[config.mk]
export PLATFORM = sky130hd
export DESIGN_NAME = rv_core
export DESIGN_NICKNAME = d
export VERILOG_FILES = /design/src/rv_pkg.sv /design/src/execute_stage.sv /design/src/instr_decode.sv /design/src/mem_stage.sv /design/src/reg_file.sv /design/src/rv_core.sv
export VERILOG_INCLUDE_DIRS = /design/src
export SDC_FILE = /design/constraint.sdc
export NUM_CORES = 2
export LEC_CHECK = 0
export ABC_AREA = 1
export BUFFER_PORTS_ARGS = -buffer_cell sky130_fd_sc_hd__buf_4
export CORE_MARGIN = 5
export CORE_UTILIZATION = 55
export CTS_BUF_LIST = sky130_fd_sc_hd__clkbuf_4 sky130_fd_sc_hd__clkbuf_8
export DETAILED_ROUTE_END_ITERATION = 7
export MAX_ROUTING_LAYER = met4
export PLACE_DENSITY = 0.7
export SLEW_MARGIN = 20
export SYNTH_ARGS = -nofsm -noshare
export SYNTH_HDL_FRONTEND = slang
export SYNTH_HIERARCHICAL = 1
export SYNTH_SLANG_ARGS = --single-unit
[constraint.sdc]
create_clock -name clk -period 5.6 [get_ports clk]
set_input_delay 0.28 -clock clk [delete_from_list [all_inputs] [get_ports clk]]
set_output_delay 0.28 -clock clk [all_outputs]
set_load 0.1 [all_outputs]
[src/rv_params.svh]
`ifndef RV_PARAMS_SVH
`define RV_PARAMS_SVH

`define XLEN       32
`define REG_COUNT  32
`define REG_IDX_W  5

// accepted opcodes
`define OPC_RTYPE  7'b0110011
`define OPC_ITYPE  7'b0010011
`define OPC_STORE  7'b0100011

// funct3 encodings
`define F3_ADD_SUB 3'b000
`define F3_SLL     3'b001
`define F3_SW      3'b010
`define F3_XOR     3'b100
`define F3_SRL_SRA 3'b101
`define F3_OR      3'b110
`define F3_AND     3'b111

`endif

[src/rv_pkg.sv]
`include "rv_params.svh"

package rv_pkg;

    typedef logic [`XLEN-1:0]      word_t;
    typedef logic [`REG_IDX_W-1:0] reg_idx_t;

    typedef enum logic [2:0] {
        op_add = 3'd0,
        op_sub = 3'd1,
        op_and = 3'd2,
        op_or  = 3'd3,
        op_xor = 3'd4,
        op_sll = 3'd5,
        op_srl = 3'd6,
        op_sra = 3'd7
    } alu_op_t;

    // bubble is zero so a cleared register reads as empty
    typedef enum logic [1:0] {
        bubble  = 2'd0,
        alu_reg = 2'd1,
        alu_imm = 2'd2,
        store   = 2'd3
    } instr_class_t;

    // classes that end in a register write
    function automatic logic writes_reg(instr_class_t cls);
        return (cls == alu_reg) || (cls == alu_imm);
    endfunction

endpackage
[src/execute_stage.sv]
module execute_stage (
    input  logic                 clk,
    input  logic                 rst_n,
    input  logic                 stall,
    input  logic                 dx_valid,
    input  rv_pkg::instr_class_t dx_class,
    input  rv_pkg::alu_op_t      dx_op,
    input  rv_pkg::reg_idx_t     dx_rs1,
    input  rv_pkg::reg_idx_t     dx_rs2,
    input  rv_pkg::reg_idx_t     dx_rd,
    input  rv_pkg::word_t        dx_rs1_val,
    input  rv_pkg::word_t        dx_rs2_val,
    input  rv_pkg::word_t        dx_imm,
    input  logic                 wb_en,
    input  rv_pkg::reg_idx_t     wb_rd,
    input  rv_pkg::word_t        wb_data,
    output logic                 xm_valid,
    output rv_pkg::instr_class_t xm_class,
    output rv_pkg::reg_idx_t     xm_rd,
    output rv_pkg::word_t        xm_result,
    output rv_pkg::word_t        xm_store_data
);
    import rv_pkg::*;

    logic       xm_fwd;
    logic       wb_fwd;
    word_t      op_a;
    word_t      rs2_fwd;
    word_t      op_b;
    word_t      alu_out;
    logic [4:0] shamt;

    assign xm_fwd = xm_valid && writes_reg(xm_class) && (xm_rd != '0);
    assign wb_fwd = wb_en && (wb_rd != '0);

    // youngest producer wins
    always_comb begin
        if (xm_fwd && (xm_rd == dx_rs1)) begin
            op_a = xm_result;
        end else if (wb_fwd && (wb_rd == dx_rs1)) begin
            op_a = wb_data;
        end else begin
            op_a = dx_rs1_val;
        end

        if (xm_fwd && (xm_rd == dx_rs2)) begin
            rs2_fwd = xm_result;
        end else if (wb_fwd && (wb_rd == dx_rs2)) begin
            rs2_fwd = wb_data;
        end else begin
            rs2_fwd = dx_rs2_val;
        end
    end

    assign op_b  = (dx_class == alu_imm || dx_class == store) ? dx_imm : rs2_fwd;
    assign shamt = op_b[4:0];

    always_comb begin
        case (dx_op)
            op_add:  alu_out = op_a + op_b;
            op_sub:  alu_out = op_a - op_b;
            op_and:  alu_out = op_a & op_b;
            op_or:   alu_out = op_a | op_b;
            op_xor:  alu_out = op_a ^ op_b;
            op_sll:  alu_out = op_a << shamt;
            op_srl:  alu_out = op_a >> shamt;
            op_sra:  alu_out = $signed(op_a) >>> shamt;
            default: alu_out = op_a + op_b;
        endcase
    end

    always_ff @(posedge clk) begin
        if (!rst_n) begin
            xm_valid      <= 1'b0;
            xm_class      <= bubble;
            xm_rd         <= '0;
            xm_result     <= '0;
            xm_store_data <= '0;
        end else if (!stall) begin
            xm_valid      <= dx_valid;
            xm_class      <= dx_class;
            xm_rd         <= dx_rd;
            xm_result     <= alu_out;
            xm_store_data <= rs2_fwd; // sw data, forwarded
        end
    end

endmodule

[src/instr_decode.sv]
`include "rv_params.svh"

module instr_decode (
    input  logic                 clk,
    input  logic                 rst_n,
    input  logic                 instr_valid,
    output logic                 instr_ready,
    input  rv_pkg::word_t        instr,
    input  logic                 stall,
    output rv_pkg::reg_idx_t     rs1,
    output rv_pkg::reg_idx_t     rs2,
    input  rv_pkg::word_t        rs1_val,
    input  rv_pkg::word_t        rs2_val,
    output logic                 dx_valid,
    output rv_pkg::instr_class_t dx_class,
    output rv_pkg::alu_op_t      dx_op,
    output rv_pkg::reg_idx_t     dx_rs1,
    output rv_pkg::reg_idx_t     dx_rs2,
    output rv_pkg::reg_idx_t     dx_rd,
    output rv_pkg::word_t        dx_rs1_val,
    output rv_pkg::word_t        dx_rs2_val,
    output rv_pkg::word_t        dx_imm
);
    import rv_pkg::*;

    logic [6:0]   opcode;
    logic [2:0]   funct3;
    logic         f3_alu_ok;
    logic         take;
    instr_class_t cls;
    alu_op_t      op;
    reg_idx_t     rd;
    word_t        imm;

    assign opcode    = instr[6:0];
    assign funct3    = instr[14:12];
    assign f3_alu_ok = (funct3 != 3'b010) && (funct3 != 3'b011); // no slt/sltu

    assign instr_ready = !stall;
    assign take        = instr_valid && instr_ready;

    always_comb begin
        case (opcode)
            `OPC_RTYPE: cls = f3_alu_ok ? alu_reg : bubble;
            `OPC_ITYPE: cls = f3_alu_ok ? alu_imm : bubble;
            `OPC_STORE: cls = (funct3 == `F3_SW) ? store : bubble;
            default:    cls = bubble;
        endcase
    end

    // unused index fields stay zero
    always_comb begin
        rs1 = '0;
        rs2 = '0;
        rd  = '0;
        imm = '0;
        case (cls)
            alu_reg: begin
                rs1 = instr[19:15];
                rs2 = instr[24:20];
                rd  = instr[11:7];
            end
            alu_imm: begin
                rs1 = instr[19:15];
                rd  = instr[11:7];
                imm = {{20{instr[31]}}, instr[31:20]};
            end
            store: begin
                rs1 = instr[19:15];
                rs2 = instr[24:20];
                imm = {{20{instr[31]}}, instr[31:25], instr[11:7]}; // s-type split imm
            end
            default: begin
            end
        endcase
    end

    always_comb begin
        case (funct3)
            `F3_ADD_SUB: op = (cls == alu_reg && instr[30]) ? op_sub : op_add;
            `F3_SLL:     op = op_sll;
            `F3_XOR:     op = op_xor;
            `F3_SRL_SRA: op = instr[30] ? op_sra : op_srl; // same bit for srai
            `F3_OR:      op = op_or;
            `F3_AND:     op = op_and;
            default:     op = op_add;
        endcase
        if (cls == store) begin
            op = op_add; // address = rs1 + imm
        end
    end

    always_ff @(posedge clk) begin
        if (!rst_n) begin
            dx_valid   <= 1'b0;
            dx_class   <= bubble;
            dx_op      <= op_add;
            dx_rs1     <= '0;
            dx_rs2     <= '0;
            dx_rd      <= '0;
            dx_rs1_val <= '0;
            dx_rs2_val <= '0;
            dx_imm     <= '0;
        end else if (!stall) begin
            dx_valid   <= take && (cls != bubble);
            dx_class   <= take ? cls : bubble;
            dx_op      <= op;
            dx_rs1     <= rs1;
            dx_rs2     <= rs2;
            dx_rd      <= rd;
            dx_rs1_val <= rs1_val;
            dx_rs2_val <= rs2_val;
            dx_imm     <= imm;
        end
    end

endmodule

[src/mem_stage.sv]
`include "rv_params.svh"

module mem_stage (
    input  logic                 clk,
    input  logic                 rst_n,
    input  logic                 xm_valid,
    input  rv_pkg::instr_class_t xm_class,
    input  rv_pkg::reg_idx_t     xm_rd,
    input  rv_pkg::word_t        xm_result,
    input  rv_pkg::word_t        xm_store_data,
    output logic                 store_valid,
    input  logic                 store_ready,
    output logic [`XLEN-3:0]     store_addr,
    output rv_pkg::word_t        store_data,
    output logic                 stall,
    output logic                 wb_en,
    output rv_pkg::reg_idx_t     wb_rd,
    output rv_pkg::word_t        wb_data
);
    import rv_pkg::*;

    assign store_valid = xm_valid && (xm_class == store);
    assign store_addr  = xm_result[`XLEN-1:2]; // word address
    assign store_data  = xm_store_data;

    // a waiting store freezes every stage, xm included, so the port stays stable
    assign stall = store_valid && !store_ready;

    always_ff @(posedge clk) begin
        if (!rst_n) begin
            wb_en   <= 1'b0;
            wb_rd   <= '0;
            wb_data <= '0;
        end else if (!stall) begin
            wb_en   <= xm_valid && writes_reg(xm_class);
            wb_rd   <= xm_rd;
            wb_data <= xm_result;
        end
    end

endmodule

[src/reg_file.sv]
`include "rv_params.svh"

module reg_file (
    input  logic             clk,
    input  logic             rst_n,
    input  rv_pkg::reg_idx_t rs1,
    input  rv_pkg::reg_idx_t rs2,
    output rv_pkg::word_t    rs1_val,
    output rv_pkg::word_t    rs2_val,
    input  logic             wr_en,
    input  rv_pkg::reg_idx_t wr_idx,
    input  rv_pkg::word_t    wr_data
);
    import rv_pkg::*;

    word_t regs [`REG_COUNT];
    logic  wr_live;

    assign wr_live = wr_en && (wr_idx != '0); // x0 never written

    always_ff @(posedge clk) begin
        if (!rst_n) begin
            for (int i = 0; i < `REG_COUNT; i++) begin
                regs[i] <= '0;
            end
        end else if (wr_live) begin
            regs[wr_idx] <= wr_data;
        end
    end

    // write-through so decode sees a value retiring this cycle
    always_comb begin
        if (wr_live && (wr_idx == rs1)) begin
            rs1_val = wr_data;
        end else begin
            rs1_val = regs[rs1];
        end
        if (wr_live && (wr_idx == rs2)) begin
            rs2_val = wr_data;
        end else begin
            rs2_val = regs[rs2];
        end
    end

endmodule

[src/rv_core.sv]
`include "rv_params.svh"

module rv_core (
    input  logic             clk,
    input  logic             rst_n,
    input  logic             instr_valid,
    output logic             instr_ready,
    input  rv_pkg::word_t    instr,
    output logic             store_valid,
    input  logic             store_ready,
    output logic [`XLEN-3:0] store_addr,
    output rv_pkg::word_t    store_data
);
    import rv_pkg::*;

    logic         stall;

    reg_idx_t     rf_rs1;
    reg_idx_t     rf_rs2;
    word_t        rf_rs1_val;
    word_t        rf_rs2_val;

    logic         dx_valid;
    instr_class_t dx_class;
    alu_op_t      dx_op;
    reg_idx_t     dx_rs1;
    reg_idx_t     dx_rs2;
    reg_idx_t     dx_rd;
    word_t        dx_rs1_val;
    word_t        dx_rs2_val;
    word_t        dx_imm;

    logic         xm_valid;
    instr_class_t xm_class;
    reg_idx_t     xm_rd;
    word_t        xm_result;
    word_t        xm_store_data;

    logic         wb_en;
    reg_idx_t     wb_rd;
    word_t        wb_data;

    reg_file u_reg_file (
        .clk     (clk),
        .rst_n   (rst_n),
        .rs1     (rf_rs1),
        .rs2     (rf_rs2),
        .rs1_val (rf_rs1_val),
        .rs2_val (rf_rs2_val),
        .wr_en   (wb_en),
        .wr_idx  (wb_rd),
        .wr_data (wb_data)
    );

    instr_decode u_decode (
        .clk         (clk),
        .rst_n       (rst_n),
        .instr_valid (instr_valid),
        .instr_ready (instr_ready),
        .instr       (instr),
        .stall       (stall),
        .rs1         (rf_rs1),
        .rs2         (rf_rs2),
        .rs1_val     (rf_rs1_val),
        .rs2_val     (rf_rs2_val),
        .dx_valid    (dx_valid),
        .dx_class    (dx_class),
        .dx_op       (dx_op),
        .dx_rs1      (dx_rs1),
        .dx_rs2      (dx_rs2),
        .dx_rd       (dx_rd),
        .dx_rs1_val  (dx_rs1_val),
        .dx_rs2_val  (dx_rs2_val),
        .dx_imm      (dx_imm)
    );

    execute_stage u_execute (
        .clk           (clk),
        .rst_n         (rst_n),
        .stall         (stall),
        .dx_valid      (dx_valid),
        .dx_class      (dx_class),
        .dx_op         (dx_op),
        .dx_rs1        (dx_rs1),
        .dx_rs2        (dx_rs2),
        .dx_rd         (dx_rd),
        .dx_rs1_val    (dx_rs1_val),
        .dx_rs2_val    (dx_rs2_val),
        .dx_imm        (dx_imm),
        .wb_en         (wb_en),
        .wb_rd         (wb_rd),
        .wb_data       (wb_data),
        .xm_valid      (xm_valid),
        .xm_class      (xm_class),
        .xm_rd         (xm_rd),
        .xm_result     (xm_result),
        .xm_store_data (xm_store_data)
    );

    mem_stage u_mem (
        .clk           (clk),
        .rst_n         (rst_n),
        .xm_valid      (xm_valid),
        .xm_class      (xm_class),
        .xm_rd         (xm_rd),
        .xm_result     (xm_result),
        .xm_store_data (xm_store_data),
        .store_valid   (store_valid),
        .store_ready   (store_ready),
        .store_addr    (store_addr),
        .store_data    (store_data),
        .stall         (stall),
        .wb_en         (wb_en),
        .wb_rd         (wb_rd),
        .wb_data       (wb_data)
    );

endmodule

* After elaboration in Yosys (flattened, before gate mapping) *
Memory sizes are Yosys's and may differ from the RTL's. A register that Yosys moved wholly into a read port is not among the register bits.
Cells that the tools add are included.
W data, S select, Z words.

storage, ports and cells
  flip-flop bits (word level) = 163
  memory bits (writable) = 1024
  input bits = 36
  output and inout bits = 64
  logic and storage cells = 110
  memories = 1

cells by class
  $add $sub $neg = 2
  equality and inequality tests = 30
  shift operators = 3
  muxes and demuxes = 26
  bitwise operators = 3
  reductions and logical operators = 30

memory list
  name             words  bits a word  rd ports  clocked after memory_dff  write ports  line            text
  u_reg_file.regs  32     32           2         2                         32           reg_file.sv:16  word_t regs [`REG_COUNT];

operators by type and width
  operator              count
  $pmux W32 S8          1
  $mux W32              6
  $pmux W32 S2          1
  $add A32 B32 Y32      1
  $and A32 B32 Y32      1
  $or A32 B32 Y32       1
  $reduce_or A32 Y1     1
  $shl A32 B5 Y32       1
  $shr A32 B5 Y32       1
  $sshr A32 B5 Y32      1
  $sub A32 B32 Y32      1
  $xor A32 B32 Y32      1
  $eq A3 B3 Y1 const B  8
  $eq A5 B5 Y1          4
  $mux W5               4
  $pmux W3 S6           1
  $eq A7 B6 Y1 const B  2
  $logic_and A1 B1 Y1   13
  $eq A2 B2 Y1 const B  6
  $reduce_bool A5 Y1    2
  $eq A3 B2 Y1 const B  3
  $mux W1               8
  $eq A7 B5 Y1 const B  1
  $eq A3 B1 Y1 const B  2
  11 further kinds      23

* Logic depth before layout (Yosys ltp) *
  word-level depth = 9
  depth in mapped cells = 37

* Hierarchy *
The synthesis kept the hierarchy.

modules (own cells, without submodules)
  module         times used  cells each  area each (um^2)
  reg_file       1           7252        56588.0
  execute_stage  1           2430        13233.9
  instr_decode   1           504         3852.4
  mem_stage      1           308         2057.0

* Worst setup path before layout *
Ideal clock, no wire load.

  path type = reg-to-reg
  from = reg u_mem.wb_rd[3]
  to = reg u_execute.xm_result[27]
  data arrival time = 4.229 ns
  data required time = 5.491 ns
  slack = 1.262 ns
  stages on the path, launching flop included = 30
  cell sequence = dfxtp_1 -> xor2_1 -> nor2_4 -> nand3_4 -> nand2_1 -> nand2_1 -> nand2_1 -> nand3_1 -> nand2_2 -> buf_1 -> ha_1 -> nand2_2 -> nor2_4 -> nand3b_4 -> nor2_4 -> nor2_1 -> a21oi_1 -> xor2_1 -> ha_1 -> nand2_1 -> nor4_1 -> o21ai_0 -> nand3_1 -> a21o_1 -> a21oi_1 -> xnor2_1 -> a21oi_1 -> nand4_1 -> nand2_1 -> inv_1

between the ends
  longest elaborated chain between the ends = 8
  elaborated cells on any way between the ends = 20
  those cells by class = add/sub (2); eq/ne (2); shift (3); mux (6); bitwise (3); reduce/logical (4)

ends and longest elaborated chain
  element                                         line                 text
  start, declared                                 mem_stage.sv:17      output rv_pkg::reg_idx_t wb_rd,
  start signal, assigned                          mem_stage.sv:36      wb_rd <= xm_rd;
  $reduce_bool A5 Y1                              execute_stage.sv:34  assign wb_fwd = wb_en && (wb_rd != '0);
  $logic_and A1 B1 Y1                             execute_stage.sv:34
  $logic_and A1 B1 Y1                             execute_stage.sv:48  end else if (wb_fwd && (wb_rd == dx_rs2)) begin
  $mux W32                                        execute_stage.sv:48
  $mux W32                                        execute_stage.sv:46  if (xm_fwd && (xm_rd == dx_rs2)) begin
  $mux W32                                        execute_stage.sv:55  assign op_b = (dx_class == alu_imm || dx_class == store) ? dx_imm : rs2_fwd;
  $sub A32 B32 Y32, or another cell as far along  execute_stage.sv:61  op_sub: alu_out = op_a - op_b;
  $pmux W32 S8 (*)                                execute_stage.sv:59  case (dx_op)
  end signal, assigned                            execute_stage.sv:83  xm_result <= alu_out;
  end, declared                                   execute_stage.sv:20  output rv_pkg::word_t xm_result,

Mark *: on every way between the ends. The rest lies on a longest branch, timed or not.
A chain may end at the register's enable or synchronous reset.

* Worst setup path after layout *
  from = in instr[12]
  to = reg u_decode.dx_rs1_val[6] (read register of u_reg_file.regs)

between the ends
  longest elaborated chain between the ends = 7
  elaborated cells on any way between the ends = 13
  those cells by class = eq/ne (6); mux (5); reduce/logical (2)

ends and longest elaborated chain
  element                                       line                                    text
  start, declared                               rv_core.sv:8                            input rv_pkg::word_t instr,
  $ne A3 B2 Y1                                  instr_decode.sv:37                      assign f3_alu_ok = (funct3 != 3'b010) && (funct3 != 3'b011);
  $logic_and A1 B1 Y1                           instr_decode.sv:37
  $mux W1 or $mux W2 (tied branches)            instr_decode.sv:44, instr_decode.sv:45
  $pmux W2 S3 (*)                               instr_decode.sv:43                      case (opcode)
  $eq A2 B2 Y1 or $eq A2 B1 Y1 (tied branches)  instr_decode.sv:57                      case (cls)
  $reduce_or A3 Y1 (no source line) (*)         --
  $mux W5 (*)                                   instr_decode.sv:57
  via rf_rs1[0]                                 rv_core.sv:18                           reg_idx_t rf_rs1;
  end, declared                                 instr_decode.sv:20                      output rv_pkg::word_t dx_rs1_val,

The timed path passes the listed nets; every way through them passes the cells marked *.

==> summary.md <==
| Metric | Value |
|---|---|
| Status | `finished, violations left` |
| Failing checks | `DRC, setup timing` |
| Wirelength per Cell | `about 28 µm` |
| Register area | `0.0349 mm²` |
| Pwr Density | `277 mW/mm²` |
| Vias in the first global route | `72800` |
| Total power | `0.0227 W` |
| Finish-stage setup viols | `1` |
| Tmin final | `approximately 5.6 ns` |
| Final period util | `100%` |
| Area occupied by multi-input gates | `~0.035 mm²` |
| Fraction of registers with async set/reset | `0%` |
| Switch Pwr | `0.00698 W` |
| Initial antenna violation count | `16` |
| Die Area | `0.145 mm²` |
| Warnings, synthesis | `6` |
| Post-synth EDFFs | `1024` |
| Cell area after layout | `~0.082 mm²` |
| Nets | `10400` |
| Critical path type | `input pin to flip-flop` |
| Synth-to-Final Area Change | `8.35%` |
| Pin count of the biggest net entering global routing | `roughly 180` |
| Layout Cells excl Fill | `12200` |
| Area of the core | `approximately 0.14 mm²` |
| Clock share of power | `37.8%` |
| Post-Synthesis Cells | `10500` |
| Worst-path clk slew | `approximately 0.06 ns` |
| Die Y | `~380 µm` |
| Rel. slew slack | `approximately 16%` |
| Vias | `78800` |
| CTS H-tree depth | `4` |
| Area after DPL | `0.0772 mm²` |
| Residual DRC count | `4` |
| CP arrival | `about 6.4 ns` |
| CTS tree | `yes` |
| Critical Path Sink | `u_decode/dx_rs1_val[6]` |
| TritonRoute pass-1 iters | `8` |
| Max-slew violations | `0` |
| Data required, critical path | `~6.4 ns` |
| Syn_area_per_cell | `7.22 µm²` |
| Worst Slack Setup Final | `-0.00513 ns` |
| Iteration-0 DRC Markers | `14200` |
| GRT Overall Usage | `46.5%` |
| Clk sinks | `1231` |
| Reg2reg end | `u_execute/xm_result[28]` |
| Startpoint types | `input pin` |
| Worst vdd ir | `262 µV` |
| Hold_ws | `0.173 ns` |
| Clk buf depth | `3` |
| Crit Path Max Fanout | `125` |
| Root buffer cell | `clkbuf_8` |
| RSZ-0062 raised after global routing | `true` |
| R2r setup slk | `roughly 0.23 ns` |
| Hpwl dp | `approximately 220000 µm` |
| First-pass GRT wire length | `about 490000 µm` |
| DR vias/cell | `between 6 and 7` |
| Hold Violations, Final | `0` |
| Crit. Startpoint | `instr[12]` |
| Clock Skews | `0.0709 ns` |
| Grt total ovfl | `0` |
| Switching part of the total | `30.8%` |
| Drt total wl | `342000 µm` |
| Fill cells | `12400` |
| Io pins | `100` |
| Worst-case reg-to-reg path depth | `28` |
| Flop pwr share | `46.7%` |
| Max cap viols | `0` |
| Antenna Nets Post-Route | `0` |
| Netlist cell types | `59` |
| Fmax | `178 MHz` |
| Comb pwr share | `between 10% and 20%` |
| Hold/Removal Path Class | `input pin to flip-flop` |
| Flop and latch count out of synthesis | `1231` |
| Cell count after placement | `roughly 12000` |
| Tightest Pin Transition | `roughly 1.3 ns` |
| Initial Utilization | `between 50% and 60%` |
| CTS buffer count | `between 200 and 250` |
| CP Capture Type | `flip-flop` |
| Post-synth top flop | `edfxtp_1` |
| Netlist Area Pre-Place | `0.0757 mm²` |
| Reg2reg start | `u_execute/xm_rd[3]` |
| Die Wd | `381 µm` |
| Pleak | `35.1 nW` |
| GPL Wtd Cong | `1.03` |
| Site Rows | `between 100 and 150` |
| Internal power | `0.0157 W` |
| Skew-Pair Late Insertion Delay | `approximately 0.99 ns` |
| Share of cells above drive strength 1 | `approximately 8.5%` |
| Seq/Total Area, Yosys | `between 40% and 50%` |
| PortBufs | `99` |
[layer usage]
| layer | GRT usage (%) | up-vias | share of wire (%) |
|---|---|---|---|
| li1 | - | 33800 | - |
| met3 | 15.1 | 1507 | 16 |
| met5 | - | - | 0 |
| met2 | 65.0 | 6857 | 41 |
| met4 | 28.2 | 0 | 7.5 |
| met1 | 58.7 | 36700 | 35 |
[cell usage in the layout (no fill, tap or decap), types with 44 or more instances in the layout]
cell / n
nand2_1: 3677
nand3_1: 2074
nor2_1: 1387
edfxtp_1: 1024
inv_1: 355
buf_4: 315
clkbuf_8: 226
dfxtp_1: 207
o21ai_0: 199
a21oi_1: 139
ha_1: 102
clkbuf_4: 92
xor2_1: 46
inv_2: 45
clkinv_1: 44
dlygate4sd3_1: 44
[sequential cells by signal, summed over array words and instances, names as in the netlist]
name	cells
u_mem/wb_rd	5
u_decode/dx_rs1_val	32
u_decode/dx_rs2_val	32
u_execute/xm_store_data	32
u_mem/wb_en	1
u_decode/dx_rs2	5
u_reg_file/regs	1024
u_decode/dx_rs1	5
u_execute/xm_rd	5
u_execute/xm_result	32
u_execute/xm_valid	1
u_decode/dx_imm	12
u_decode/dx_rd	5
u_decode/dx_class	2
u_decode/dx_valid	1
u_mem/wb_data	32
u_execute/xm_class	2
u_decode/dx_op	3
[cells in the mapped netlist, types with 3 or more instances]
library cell / number / share of area [%]
nor3_1: 31 / 0.20
o211ai_1: 39 / 0.39
buf_1: 52 / 0.26
nand3_1: 2074 / 14
o21ai_1: 42 / 0.28
or2_2: 13 / 0.11
o21ai_0: 199 / 1.3
buf_2: 243 / 1.6
nand3b_1: 5 / 0.050
xnor2_1: 14 / 0.16
nand3_2: 15 / 0.20
inv_1: 395 / 2.0
ha_1: 102 / 1.7
xor2_1: 46 / 0.53
o21a_1: 3 / 0.030
a21oi_1: 139 / 0.92
nand2_1: 3708 / 18
nand2_2: 21 / 0.17
nor4_1: 3 / 0.025
a31oi_1: 7 / 0.058
nand2_4: 5 / 0.074
buf_4: 101 / 1.0
clkbuf_1: 469 / 2.3
o21ai_2: 13 / 0.15
a211oi_1: 3 / 0.030
edfxtp_1: 1024 / 41
a221oi_1: 17 / 0.20
dfxtp_1: 207 / 5.5
inv_2: 24 / 0.12
nand4_1: 14 / 0.12
a21oi_2: 5 / 0.058
buf_6: 17 / 0.25
nor2_2: 7 / 0.058
o2111ai_1: 5 / 0.058
nor2_1: 1388 / 6.9
nor2_4: 10 / 0.15
a21boi_0: 3 / 0.030
[layout make-up]
type | count | area share (%)
antenna | 16 | 0.0488
tap | 1794 | 2.74
clock buffer | 318 | 4.63
inverter | 424 | 2.05
multi-input combinational | 7988 | 43.1
clock inverter | 64 | 0.677
sequential | 1231 | 42.5
timing repair buffer | 391 | 4.19
[worst max-delay path, cell delays in order]
cell	delay, ns
dlygate4sd3_1	0.54
buf_4	0.16
inv_1	0.07
nand2_1	0.08
nor2_2	0.08
dlygate4sd3_1	0.57
nand3_2	0.10
dlygate4sd3_1	0.62
nand2_4	0.13
inv_1	0.09
ha_1	0.20
inv_1	0.20
nand2_1	0.20
inv_8	0.38
inv_8	0.27
buf_12	0.33
nand2_1	0.16
nand3_1	0.09
nand3_1	0.12
nand2_1	0.11
nand2_1	0.29
nand3_1	0.47
nand3_1	0.32
nand2_1	0.07
o21ai_0	0.22
nor2_1	0.08
[power groups by stage]
stage,Combinational [W],Sequential (W),Clock (W)
6_report,0.00350,0.0106,0.00859
5_1_grt,0.00364,0.0106,0.00904
4_1_cts,0.00332,0.0106,0.00860
3_5_place_dp,0.00329,0.0108,0
3_3_place_gp,0.00329,0.0108,0
2_1_floorplan,0.00209,0.0107,0
[what timing repair did]
| item | 4_1_cts | 5_1_grt |
|---|---|---|
| resized for setup | 0 | 0 |
| hold buffers | 44 | 0 |
| setup buffers | 0 | 0 |
| endpoints found under the hold margin | 63 | 0 |
| setup endpoints to repair | 0 | 1 |
[per-stage QoR]
step / TNS, ns / util (%) / setup WS [ns]
2_1_floorplan: 0 / - / 1.26
3_3_place_gp: 0 / 56.3 / 0.435
3_5_place_dp: 0 / 56.3 / 0.466
4_1_cts: 0 / 59.8 / 0.488
5_1_grt: -0.00697 / 59.8 / -0.00697
6_report: -0.00513 / 59.8 / -0.00513
[how the worst min path moves through the flow]
stage / endpoint / from / cells past startpoint
6_report: u_decode/dx_rd[4] / instr[11] / 4
5_1_grt: u_decode/dx_rd[4] / instr[11] / 4
4_1_cts: u_decode/dx_rd[4] / instr[0] / 10
3_5_place_dp: u_decode/dx_rd[4] / u_decode/dx_rd[4] / 2
3_3_place_gp: u_decode/dx_valid / u_decode/dx_valid / 2
2_1_floorplan: u_decode/dx_imm[0] / instr[7] / 2
[kinds of logic after synthesis]
| kind of cell | count (synthesis) | share of synthesized area, % |
|---|---|---|
| and+or+nand+nor | 7304 | 40.3 |
| buffers and inverters | 1306 | 7.55 |
| DFF | 1231 | 46.1 |
| AOI/OAI and AO/OA | 489 | 3.69 |
| adders and majority gates | 103 | 1.71 |
| xor gates and xnor gates | 60 | 0.694 |
| other | 1 | 0.00495 |
No activity file was read; power rests on OpenSTA's default activity.
